$ cat src/source/mem_pkg.sv
`default_nettype none

package mem_pkg;

	// ********************
	// bus geometry
	localparam int ADDR_W     = 32;
	localparam int DATA_W     = 64;
	localparam int STRB_W     = DATA_W / 8;
	localparam int PC_W       = 64;
	localparam int INST_W     = 32;
	// sram holds 64-bit words, indexed by addr[12:3]
	localparam int SRAM_DEPTH = 1024;
	localparam int SRAM_AW    = $clog2(SRAM_DEPTH);

	// access size of a load or store
	typedef enum logic [1:0] {
		SIZE_B = 2'd0,
		SIZE_H = 2'd1,
		SIZE_W = 2'd2,
		SIZE_D = 2'd3
	} size_e;

	// ********************
	// shared memory bus, one-cycle request/response
	typedef struct packed {
		logic              req;
		logic              we;
		logic [ADDR_W-1:0] addr;
		logic [DATA_W-1:0] wdata;
		logic [STRB_W-1:0] wstrb;
	} mem_req_t;

	typedef struct packed {
		logic              valid;
		logic [DATA_W-1:0] rdata;
	} mem_rsp_t;

	// external load/store request
	typedef struct packed {
		logic              we;
		size_e             size;
		logic              sext;
		logic [ADDR_W-1:0] addr;
		logic [DATA_W-1:0] wdata;
	} lsu_req_t;

	// one fetched instruction
	typedef struct packed {
		logic [PC_W-1:0]   pc;
		logic [INST_W-1:0] inst;
	} fetch_t;

endpackage

`default_nettype wire

$ cat src/source/fetch_unit.sv
`timescale 1ns/1ps
`default_nettype none

module fetch_unit (
	input  logic                      clk,
	input  logic                      rst,
	input  logic                      fetch_en,
	input  logic                      redirect_valid,
	input  logic [mem_pkg::PC_W-1:0]  redirect_pc,
	output mem_pkg::mem_req_t         mem_req,
	input  logic                      gnt,
	input  mem_pkg::mem_rsp_t         mem_rsp,
	output logic                      fetch_valid,
	output mem_pkg::fetch_t           fetch
);

	// next pc to request
	logic [mem_pkg::PC_W-1:0] pc_q;
	// flips on each redirect
	logic                     epoch_q;
	// granted fetch waiting for its word
	logic                     slot_v_q;
	logic [mem_pkg::PC_W-1:0] slot_pc_q;
	logic                     slot_tag_q;
	logic                     take;

	// read-only request, held until granted
	always_comb begin
		mem_req       = '0;
		mem_req.req   = fetch_en;
		mem_req.addr  = pc_q[mem_pkg::ADDR_W-1:0];
	end

	// keep the word only if it belongs to the current epoch
	// and no redirect is arriving right now
	assign take = mem_rsp.valid && slot_v_q && (slot_tag_q == epoch_q) && !redirect_valid;

	// ********************
	// control
	always_ff @(posedge clk) begin
		if (rst) begin
			pc_q        <= '0;
			epoch_q     <= 1'b0;
			slot_v_q    <= 1'b0;
			fetch_valid <= 1'b0;
		end else begin
			slot_v_q    <= gnt;
			fetch_valid <= take;
			if (redirect_valid) begin
				pc_q    <= redirect_pc;
				epoch_q <= ~epoch_q;
			end else if (gnt) begin
				pc_q    <= pc_q + 64'd4;
			end
		end
	end

	// ********************
	// in-flight pc and output
	always_ff @(posedge clk) begin
		if (gnt) begin
			slot_pc_q  <= pc_q;
			// tag with the epoch before any redirect this cycle
			slot_tag_q <= epoch_q;
		end
		if (take) begin
			fetch.pc   <= slot_pc_q;
			// pc[2] picks the half of the 64-bit word
			fetch.inst <= slot_pc_q[2] ? mem_rsp.rdata[63:32] : mem_rsp.rdata[31:0];
		end
	end

	// redirect drops whatever is in flight
	a_no_fetch_after_redirect: assert property (@(posedge clk) disable iff (rst)
		redirect_valid |=> !fetch_valid);

endmodule

`default_nettype wire

$ cat config.mk
export PLATFORM = sky130hd
export DESIGN_NAME = fetch_unit
export DESIGN_NICKNAME = d
export VERILOG_FILES = /design/src/source/mem_pkg.sv /design/src/source/fetch_unit.sv
export SDC_FILE = /design/constraint.sdc
export NUM_CORES = 1
export LEC_CHECK = 0
export ABC_CLOCK_PERIOD_IN_PS = 5580
export BUFFER_PORTS_ARGS = -buffer_cell sky130_fd_sc_hd__buf_4
export CORE_MARGIN = 2
export CORE_UTILIZATION = 46
export CTS_CLUSTER_DIAMETER = 80
export CTS_CLUSTER_SIZE = 30
export DETAILED_ROUTE_END_ITERATION = 6
export GPL_TIMING_DRIVEN = 0
export HOLD_SLACK_MARGIN = 0.05
export PLACE_DENSITY = 0.81
export SYNTH_ARGS = -nofsm -noshare
export SYNTH_HDL_FRONTEND = slang
export SYNTH_SLANG_ARGS = --single-unit
$ cat constraint.sdc
create_clock -name clk -period 5.58 [get_ports clk]
set_input_delay 0.558 -clock clk [delete_from_list [all_inputs] [get_ports clk]]
set_output_delay 0.558 -clock clk [all_outputs]
set_load 0.05 [all_outputs]
==> results of run 1 <==
stage by stage:
stage,setup WS (ns),utilization
2_1_floorplan,1.52,-
3_3_place_gp,0.0930,0.591
3_5_place_dp,1.74,0.593
4_1_cts,2.24,0.613
5_1_grt,2.00,0.613
6_report,2.20,0.613
synthesized netlist by cell type (all sizes together), types with 6 or more instances:
cell type,count
clkbuf,26
and4,13
inv,17
buf,118
edfxtp,161
nor3,12
or3,7
a21oi,6
xor2,9
xnor2,23
nor2,57
and3,10
dfxtp,67
mux2i,7
mux2,32
a311oi,16
nand3,20
or4,17
nand4,22
o31ai,9
nand2,30
nor4,17
a211oi,23
layout make-up:
type                    count  area (µm²)
plain buffers             144         955
well taps                 275         344
clock inverters             3        41.3
repair buffers            262        1990
fillers                  1722        8110
flip-flops and latches    228        6180
multi-input cells         450        2900
inverters                  17        63.8
clock buffers              16         379
layer usage:
layer  wire, µm  vias to the layer above  track usage
li1           -                     3393            -
met1      10400                     3328        0.282
met2      12300                      319        0.370
met3       2090                       35       0.0457
met4        653                        0       0.0594
met5          0                        -            0
state kept, by name, summed over array words and instances (netlist names):
| name | count |
|---|---|
| fetch_valid | 1 |
| fetch | 96 |
| pc_q | 64 |
| slot_pc_q | 64 |
| slot_v_q | 1 |
| epoch_q | 1 |
| slot_tag_q | 1 |
logic make-up after synthesis:
logic type,count (synthesis),share of synthesized area
adders and majority gates,1,0.00127
muxes,39,0.0439
DFF,228,0.629
buffers and inverters,161,0.104
and+or+nand+nor,218,0.123
AOI/OAI and AO/OA,87,0.0696
other,1,0.000382
xor gates and xnor gates,32,0.0286
power groups by stage:
stage	combinational [µW]	sequential [µW]	clock, µW
after floorplan	337	2020	0
after global routing	569	1970	1120
after detailed placement	535	2000	0
final	537	1960	1050
after CTS	536	1960	1070
after global placement	526	2000	0
worst paths after layout:
path | startpoint | endpoint | slack [ns] | cells after the start
worst max-delay path | gnt | pc_q[57] | 2.20 | 10
worst min-delay path | redirect_pc[14] | pc_q[14] | 0.29 | 2
worst max register to register | pc_q[29] | pc_q[61] | 2.66 | 7
worst min register to register | slot_pc_q[4] | fetch[36] | 0.42 | 0
worst max-delay path, delay by kind of cell:
family                 cells  cell delay, ns
buffers and inverters      5            1.55
and+or+nand+nor            3            1.05
AOI/OAI and AO/OA          2            0.49
==> results.md, run 1 <==
| Group | Item | Reported |
|---|---|---|
| worst setup path | Worst Setup Start Kind | input port |
| power | Maximum VDD drop | 0.218 mV |
| finish | Post-Layout Inst Area | 0.0128 mm² |
| clock tree | CTS max path bufs | 3 |
| sta | Post-Route Skew | 0.0240 ns |
| worst setup path | WP data arrival | 3.71 ns |
| clock tree | Clock-pin slew on the worst setup and hold paths | 0.11 ns |
| placed design | Number of cells after detailed placement | 1376 |
| power | Total power consumption of the routed design | 3550 µW |
| logic synthesis | Main flop type after synthesis | sky130_fd_sc_hd__edfxtp_1 |
| drt | Detailed-route DRC error count | 0 |
| logic synthesis | Post-synthesis instance area | 0.00981 mm² |
| placed design | Global placement routability congestion | 0.887 |
| global route | Maximum number of pins on one net before global-route repair | 67 |
| status | Outcome | completed |
| logic synthesis | Cell taking the most area after synthesis | sky130_fd_sc_hd__edfxtp_1 |
| drt | Antenna violation net count after detailed routing | 0 |
| drt | Number of vias in the routed layout | 7075 |
| finish | Commonest cells after routing, fill and taps aside | sky130_fd_sc_hd__buf_4 (367), sky130_fd_sc_hd__edfxtp_1 (161), sky130_fd_sc_hd__conb_1 (73) |
| sta | Worst slew margin | 0.339 |
| clock tree | Clock Tree Root | sky130_fd_sc_hd__clkbuf_16 |
| logic synthesis | Post-Synthesis Cells | 767 |
| clock tree | Hold-fix buffer count after cts | 0 |
| sta | Setup violation total in the final timing report | 0 |
| sta | Worst hold slack | 0.286 ns |
| logic synthesis | Count of state elements after synthesis | 228 |
| logic synthesis | Mean instance size in the synthesized netlist | 12.8 µm² |
| min path | Worst min path class | input port to register |
| finish | Layout cell share with drive strength beyond 1 | 0.388 |
| power | Clk network pwr share | 0.296 |
| worst setup path | Required arrival time at the worst endpoint | 5.92 ns |
| power | Internal cell power | 2600 µW |
| finish | Count of nets after finishing | 1250 |
| placed design | Post-DP Area | 0.0124 mm² |
| finish | Count of non-filler cells in the finished layout | 1395 |
| power | P_sw | 947 µW |
| worst setup path | Max Fanout on Critical Path | 66 |
| power | Power per Cell Area | 276 mW/mm² |
| finish | Antenna diode count | 0 |
| clock tree | # H-tree levels | 1 |
| global route | Wire length of the first global-routing pass | 37200 µm |
| drt | Average wire per standard cell | 18.2 µm |
| clock tree | Clock Sink Count | 228 |
| sta | Achievable Freq | 296 MHz |
| logic synthesis | Number of enable-type register cells in the synthesized netlist | 161 |
| placed design | HPWL Detailed | 19100 µm |
| clock tree | Post-CTS resize count | 0 |
| worst setup path | Most used cell along the critical path | sky130_fd_sc_hd__buf_4 |
| finish | Area growth, synth to finish | 30.9% |
| sta | Setup repair after global routing missed its margin | false |
| clock tree | CTS tree | built |
| global route | Sum of overflow across all layers after global routing | 0 |
| logic synthesis | Yosys Warn Count | 0 |
| global route | Aggregate global-route resource usage | 0.217 |
| logic synthesis | Leading cell types by total area after synthesis | sky130_fd_sc_hd__edfxtp_1 (49%), sky130_fd_sc_hd__dfxtp_1 (14%), sky130_fd_sc_hd__buf_4 (8.2%), sky130_fd_sc_hd__mux2_2 (3.7%), sky130_fd_sc_hd__nor2_1 (2.2%) |
| clock tree | Number of buffers created by CTS | 12 |
| power | Part of the total power dissipated in sequential elements | 0.552 |
| worst setup path | Biggest cell delay along the critical path | 0.65 ns |
| drt | Iteration-0 DRC count of the detailed router | 637 |
| die | Core Area | 0.0210 mm² |
| global route | Antenna violations before repair | 0 |
| worst setup path | Crit. End Element | register |
| drt | Total detailed-routing wirelength | 25400 µm |
| sta | Slew of the pin with the lowest slew margin | 0.983 ns |
| power | Switching part of the total | 0.267 |
| die | Total Die Area | 0.0225 mm² |
| logic synthesis | Synth top area share | 0.493 |
| die | Initial standard-cell utilization of the core | 0.468 |
| die | Die Height | 150 µm |
| worst setup path | Critical path's slowest cell | sky130_fd_sc_hd__buf_4 |
| die | Row Count | 53 |
| sta | Fin crit period | 3.38 ns |
| logic synthesis | Unique masters post-synth | 55 |
| drt | Router iterations before antenna repair | 5 |
| logic synthesis | Sequential share of the synthesized area | 0.629 |
| die | # IOs | 337 |
| worst setup path | Cell-by-cell listing of the critical path | buf_4, buf_4, and4_1, buf_2, nand4_1, or3_4, buf_6, clkbuf_1, o41ai_1, a311oi_1 |
| placed design | Count of port buffers added during placement | 260 |
| worst setup path | Worst Setup Path Type | input port to register |
| die | Die X-Extent | 150 µm |
| logic synthesis | Async set or reset register ratio after synthesis | 0 |
| drt | Detailed-route vias per instance | 5.07 |
| sta | Number of hold violations in the final report | 0 |
| sta | Total negative slack for setup checks | 0 ns |
| clock tree | Clk_lat worst skew | 0.49 ns |
| sta | Final period utilization | 0.605 |
| power | Combinational Power Share | 0.151 |
| global route | Vias in the first global route | 6626 |
| finish | Most common cell after layout, fill and taps aside | sky130_fd_sc_hd__buf_4 |
| power | Leakage dissipation | 0.00520 µW |
| flow run | Number of max-cap violations | 0 |
| sta | Slew Limit Fails | 0 |
| clock tree | Post-CTS setup buffer count | 0 |
Note: power is estimated with default switching activity, not from simulation.
==> inputs of run 2 (changes only) <==
- ABC_CLOCK_PERIOD_IN_PS: 5580 -> 3200
- CORE_UTILIZATION: 46 -> 50
- PLACE_DENSITY: 0.81 -> 0.84
- clock period: 5.58 -> 3.2 ns (I/O delays scaled with it)
==> run 2 against run 1 <==
Against the previous run: count of clock-buffer cells in the layout decreased by 1; critical endpoint is now pc_q[46]; via count increased by 1.3%; core utilization increased by 5.4 points; sequential share of layout area decreased by 0.17 points; combinational power increased by 76%; clock skew increased by 0.0078 ns; hold slack got worse by 0.22 ns; critical path depth decreased by 4; die area decreased by 7.8%.
==> results.md, run 2 (synthesized netlist as in run 1, its figures left out) <==
| Group | Item | Reported |
|---|---|---|
| min path | Worst min path class | input port to register |
| sta | Fin crit period | 2.85 ns |
| drt | Detailed-route DRC error count | 0 |
| die | # IOs | 337 |
| status | Outcome | completed |
| finish | Commonest cells after routing, fill and taps aside | sky130_fd_sc_hd__buf_4 (366), sky130_fd_sc_hd__edfxtp_1 (161), sky130_fd_sc_hd__conb_1 (73) |
| sta | Worst hold slack | 0.0660 ns |
| finish | Largest registers | fetch x96, pc_q x64, slot_pc_q x64 |
| power | Leakage dissipation | 0.00522 µW |
| placed design | HPWL Detailed | 19100 µm |
| worst setup path | Max Fanout on Critical Path | 9 |
| drt | Antenna violation net count after detailed routing | 0 |
| drt | Iteration-0 DRC count of the detailed router | 655 |
| worst setup path | Required arrival time at the worst endpoint | 3.54 ns |
| die | Die X-Extent | 144 µm |
| die | Die Height | 144 µm |
| worst setup path | Register-to-Register Setup Slack | 0.35 ns |
| drt | Average wire per standard cell | 18.3 µm |
| drt | Number of vias in the routed layout | 7170 |
| clock tree | # H-tree levels | 1 |
| sta | Post-Route Skew | 0.0318 ns |
| drt | Router iterations before antenna repair | 5 |
| finish | Most common cell after layout, fill and taps aside | sky130_fd_sc_hd__buf_4 |
| sta | Number of hold violations in the final report | 0 |
| worst setup path | Crit. End Element | register |
| worst setup path | Worst Setup Path Type | register to register |
| placed design | Count of port buffers added during placement | 260 |
| finish | Number of flip-flops under the largest register name | 96 |
| sta | Slew Limit Fails | 0 |
| placed design | Global placement routability congestion | 0.927 |
| clock tree | Clock-pin slew on the worst setup and hold paths | 0.11 ns |
| flow run | Number of max-cap violations | 0 |
| clock tree | Number of buffers created by CTS | 12 |
| worst setup path | Worst Setup Start Kind | register |
| power | Power per Cell Area | 476 mW/mm² |
| global route | Aggregate global-route resource usage | 0.238 |
| finish | Largest register by flop count | fetch |
| global route | Wire length of the first global-routing pass | 37500 µm |
| clock tree | Clock Sink Count | 228 |
| die | Row Count | 51 |
| power | Total power consumption of the routed design | 6130 µW |
| power | Maximum VDD drop | 0.427 mV |
| finish | Count of nets after finishing | 1257 |
| global route | Sum of overflow across all layers after global routing | 0 |
| die | Total Die Area | 0.0208 mm² |
| sta | Slew of the pin with the lowest slew margin | 1.08 ns |
| sta | Setup violation total in the final timing report | 0 |
| clock tree | Post-CTS setup buffer count | 0 |
| global route | Antenna violations before repair | 1 |
| die | Initial standard-cell utilization of the core | 0.508 |
| sta | Achievable Freq | 351 MHz |
| sta | Final period utilization | 0.891 |
| die | Core Area | 0.0193 mm² |
| global route | Vias in the first global route | 6795 |
| clock tree | CTS max path bufs | 3 |
| drt | Detailed-route vias per instance | 5.14 |
| global route | Maximum number of pins on one net before global-route repair | 67 |
| finish | Layout cell share with drive strength beyond 1 | 0.386 |
| sta | Worst slew margin | 0.275 |
| clock tree | Clock Tree Root | sky130_fd_sc_hd__clkbuf_16 |
| clock tree | CTS tree | built |
| worst setup path | WP data arrival | 3.19 ns |
| finish | Area growth, synth to finish | 31.4% |
| clock tree | Clk_lat worst skew | 0.50 ns |
| drt | Total detailed-routing wirelength | 25500 µm |
| sta | Setup repair after global routing missed its margin | false |
==> run 2: report_power, final <==
group	leakage (µW)	internal, µW	switching, µW	total (µW)
Combinational	0.00293	367	579	946
Sequential	0.00209	3310	112	3420
Clock	0.000194	801	966	1770
==> run 2: layout make-up <==
cell class | instances | area (µm²)
sequential | 228 | 6180
clock inverter | 5 | 48.8
timing repair buffer | 269 | 2080
buffer | 144 | 955
antenna | 1 | 2.50
clock buffer | 15 | 343
tap | 265 | 332
inverter | 17 | 63.8
multi-input combinational | 450 | 2900
fill | 1458 | 6440
==> run 2: timing repair <==
| action | 4_1_cts | 5_1_grt |
|---|---|---|
| hold buffers | 6 | 0 |
| resized for setup | 0 | 1 |
| endpoints found under the hold margin | 6 | 0 |
| endpoints found under the setup margin | 0 | 1 |
==> run 2: through the flow <==
stage	instance area, µm²	TNS, ns	instances	utilization	setup slack, ns
finish	12900	0	1394	0.667	0.349
global route	12900	0	1394	0.667	0.123
CTS	12900	0	1393	0.667	0.159
detailed placement	12400	-3.80	1367	0.643	-0.360
global placement	12400	-52.75	1364	0.640	-0.531
floorplan	10100	0	839	-	0.435
==> run 2: worst max-delay path, stage by stage, from the launching register on <==
cell and delay [ns]:
sky130_fd_sc_hd__dfxtp_1 0.45, sky130_fd_sc_hd__ha_1 0.26, sky130_fd_sc_hd__and3_1 0.30, sky130_fd_sc_hd__nand4_1 0.42
sky130_fd_sc_hd__nor3_2 0.68, sky130_fd_sc_hd__a211oi_1 0.15, sky130_fd_sc_hd__a2111oi_0 0.45
==> run 2: final timing paths <==
| check | start | to | depth (start not counted) |
|---|---|---|---|
| worst max-delay path | pc_q[2] | pc_q[46] | 6 |
| worst min register to register | slot_pc_q[18] | fetch[50] | 0 |
| worst max register to register | pc_q[2] | pc_q[46] | 6 |
| worst min-delay path | redirect_pc[1] | pc_q[1] | 3 |
==> run 2: layer usage <==
metal  track usage  routed length [µm]  up-vias  part of all wire
li1              -                   -     3405                 -
met1         0.297                9820     3353              0.38
met2         0.411               12600      346              0.49
met3        0.0467                2130       66             0.084
met4        0.0918                 973        0             0.038
met5       0.00752                   0        -                 0
==> inputs of run 3 (changes only) <==
- ABC_CLOCK_PERIOD_IN_PS: 3200 -> 2900
- CORE_MARGIN: 2 -> 5
- clock period: 3.2 -> 2.9 ns (I/O delays scaled with it)
==> run 3 against run 2 <==
Against the previous run: cell count rose by 0.65%; largest cell class unchanged; setup slack got worse by 0.14 ns; critical path depth rose by 4; final area rose by 0.83%; core utilization rose by 0.34 points; largest power group unchanged.
==> results.md, run 3 (synthesized netlist as in run 1, its figures left out) <==
| Group | Item | Reported |
|---|---|---|
| status | Outcome | completed |
| finish | Area growth, synth to finish | 32.5% |
| placed design | Count of port buffers added during placement | 260 |
| global route | Vias in the first global route | 6974 |
| worst setup path | Worst Setup Start Kind | input port |
| sta | Number of hold violations in the final report | 0 |
| worst setup path | Required arrival time at the worst endpoint | 3.24 ns |
| finish | Layout cell share with drive strength beyond 1 | 0.388 |
| power | Internal cell power | 4970 µW |
| global route | Aggregate global-route resource usage | 0.226 |
| finish | Largest registers | fetch x96, pc_q x64, slot_pc_q x64 |
| power | Power per Cell Area | 522 mW/mm² |
| finish | Count of non-filler cells in the finished layout | 1403 |
| sta | Fin crit period | 2.69 ns |
| finish | Commonest cells after routing, fill and taps aside | sky130_fd_sc_hd__buf_4 (369), sky130_fd_sc_hd__edfxtp_1 (161), sky130_fd_sc_hd__conb_1 (73) |
| sta | Slew of the pin with the lowest slew margin | 0.984 ns |
| placed design | Number of cells after detailed placement | 1367 |
| drt | Total detailed-routing wirelength | 26500 µm |
| sta | Worst slew margin | 0.338 |
| placed design | Post-placement worst setup slack | -0.690 ns |
| finish | Filler Cell Count | 1488 |
| die | Die Height | 150 µm |
| global route | Sum of overflow across all layers after global routing | 0 |
| power | P_sw | 1810 µW |
| global route | Maximum number of pins on one net before global-route repair | 67 |
| clock tree | CTS tree | built |
| finish | Area taken by multi-input logic gates | 0.00290 mm² |
| power | Combinational Power Share | 0.156 |
| finish | Footprint of the flip-flops and latches | 0.00618 mm² |
| finish | Post-Layout Inst Area | 0.0130 mm² |
| sta | Slew Limit Fails | 0 |
| placed design | Global placement routability congestion | 0.919 |
| sta | Setup violation total in the final timing report | 0 |
| placed design | HPWL Detailed | 20000 µm |
| die | Row Count | 51 |
| finish | Most common cell after layout, fill and taps aside | sky130_fd_sc_hd__buf_4 |
| drt | Detailed-route vias per instance | 5.15 |
| clock tree | Clk_lat worst skew | 0.48 ns |
| placed design | Post-DP Area | 0.0124 mm² |
| sta | Final period utilization | 0.929 |
| clock tree | Clock Sink Count | 228 |
| die | Core Area | 0.0194 mm² |
| worst setup path | Crit. End Element | register |
| die | Initial standard-cell utilization of the core | 0.506 |
| global route | Antenna violations before repair | 0 |
| finish | Number of flip-flops under the largest register name | 96 |
| die | # IOs | 337 |
| sta | Smallest setup slack after layout | 0.207 ns |
| sta | Post-Route Skew | 0.0235 ns |
| sta | Setup repair after global routing missed its margin | true |
| global route | Wire length of the first global-routing pass | 39600 µm |
| clock tree | Clock Tree Root | sky130_fd_sc_hd__clkbuf_16 |
| clock tree | Number of buffers created by CTS | 12 |
| power | Switching part of the total | 0.267 |
| drt | Average wire per standard cell | 18.9 µm |
| flow run | Number of max-cap violations | 0 |
| finish | Largest register by flop count | fetch |
| power | Maximum VDD drop | 0.462 mV |
| clock tree | Clock-pin slew on the worst setup and hold paths | 0.11 ns |
| power | Part of the total power dissipated in sequential elements | 0.556 |
| drt | Antenna violation net count after detailed routing | 0 |
| clock tree | # H-tree levels | 1 |
| worst setup path | Max Fanout on Critical Path | 66 |
| power | Total power consumption of the routed design | 6780 µW |
| min path | Worst min path class | input port to register |
| finish | Count of nets after finishing | 1267 |
| finish | Antenna diode count | 0 |
| worst setup path | Worst Setup Path Type | input port to register |
| die | Die X-Extent | 150 µm |
| worst setup path | WP data arrival | 3.04 ns |
| drt | Detailed-route DRC error count | 0 |
| power | Clk network pwr share | 0.288 |
| clock tree | CTS max path bufs | 3 |
| drt | Number of vias in the routed layout | 7227 |
| finish | Fin util | 0.670 |
| power | Leakage dissipation | 0.00527 µW |
| sta | Achievable Freq | 371 MHz |
| die | Total Die Area | 0.0225 mm² |
| drt | Iteration-0 DRC count of the detailed router | 656 |
| drt | Router iterations before antenna repair | 5 |
[run 3: changes by cell type in the layout (fill, tap and decap cells not counted), sizes merged]
cell / change
dlygate4sd3: +7
buf: +2
diode: -1
clkbuf: +1
[run 3: final cells by class]
| class | instances | share of cell area |
|---|---|---|
| sequential | 228 | 0.475 |
| multi-input combinational | 450 | 0.223 |
| timing repair buffer | 279 | 0.167 |
| buffer | 144 | 0.0734 |
| clock buffer | 15 | 0.0272 |
| tap | 265 | 0.0255 |
| inverter | 17 | 0.00491 |
| clock inverter | 5 | 0.00356 |
[run 3: routing by layer]
layer  track usage  routed length [µm]  vias to the layer above
met5             0                   0                        -
met4        0.0631                 750                        0
met3        0.0521                2480                       51
met2         0.385               13400                      354
met1         0.292                9950                     3402
li1              -                   -                     3420
[run 3: repair_timing]
item | CTS | global route
endpoints found under the hold margin | 12 | 1
buffers inserted | 0 | 3
resized for setup | 1 | 3
pin swaps | 0 | 1
hold buffers | 12 | 1
endpoints found under the setup margin | 9 | 12
[run 3: worst paths after layout]
check                 startpoint         to  slack [ns]  depth (start not counted)
setup reg to reg         pc_q[2]   pc_q[46]        0.21                          6
hold / removal    redirect_pc[9]    pc_q[9]        0.07                          3
setup / recovery             gnt   pc_q[57]        0.21                         10
hold reg to reg    slot_pc_q[41]  fetch[73]        0.42                          0
[run 3: worst max-delay path, stage by stage]
cell and delay, ns:
sky130_fd_sc_hd__clkbuf_8 0.45, sky130_fd_sc_hd__buf_4 0.26, sky130_fd_sc_hd__and4_1 0.18, sky130_fd_sc_hd__buf_2 0.18, sky130_fd_sc_hd__nand4_1 0.27, sky130_fd_sc_hd__or3_4 0.48, sky130_fd_sc_hd__buf_6 0.15, sky130_fd_sc_hd__clkbuf_1 0.27
sky130_fd_sc_hd__o41ai_1 0.34, sky130_fd_sc_hd__a311oi_1 0.14
[run 3: power groups by stage]
| stage | clock network (µW) | registers [µW] | logic, µW |
|---|---|---|---|
| finish | 1950 | 3770 | 1060 |
| global route | 2120 | 3800 | 1120 |
| floorplan | 0 | 3880 | 650 |
| CTS | 2000 | 3770 | 1050 |
| detailed placement | 0 | 3850 | 1040 |
| global placement | 0 | 3840 | 1010 |
[run 3: through the flow]
stage,hold WS [ns],setup TNS (ns)
CTS,0.0508,0
floorplan,0.400,0
global route,0.0567,-0.0890
detailed placement,0.405,-13.82
global placement,0.402,-82.04
finish,0.0664,0
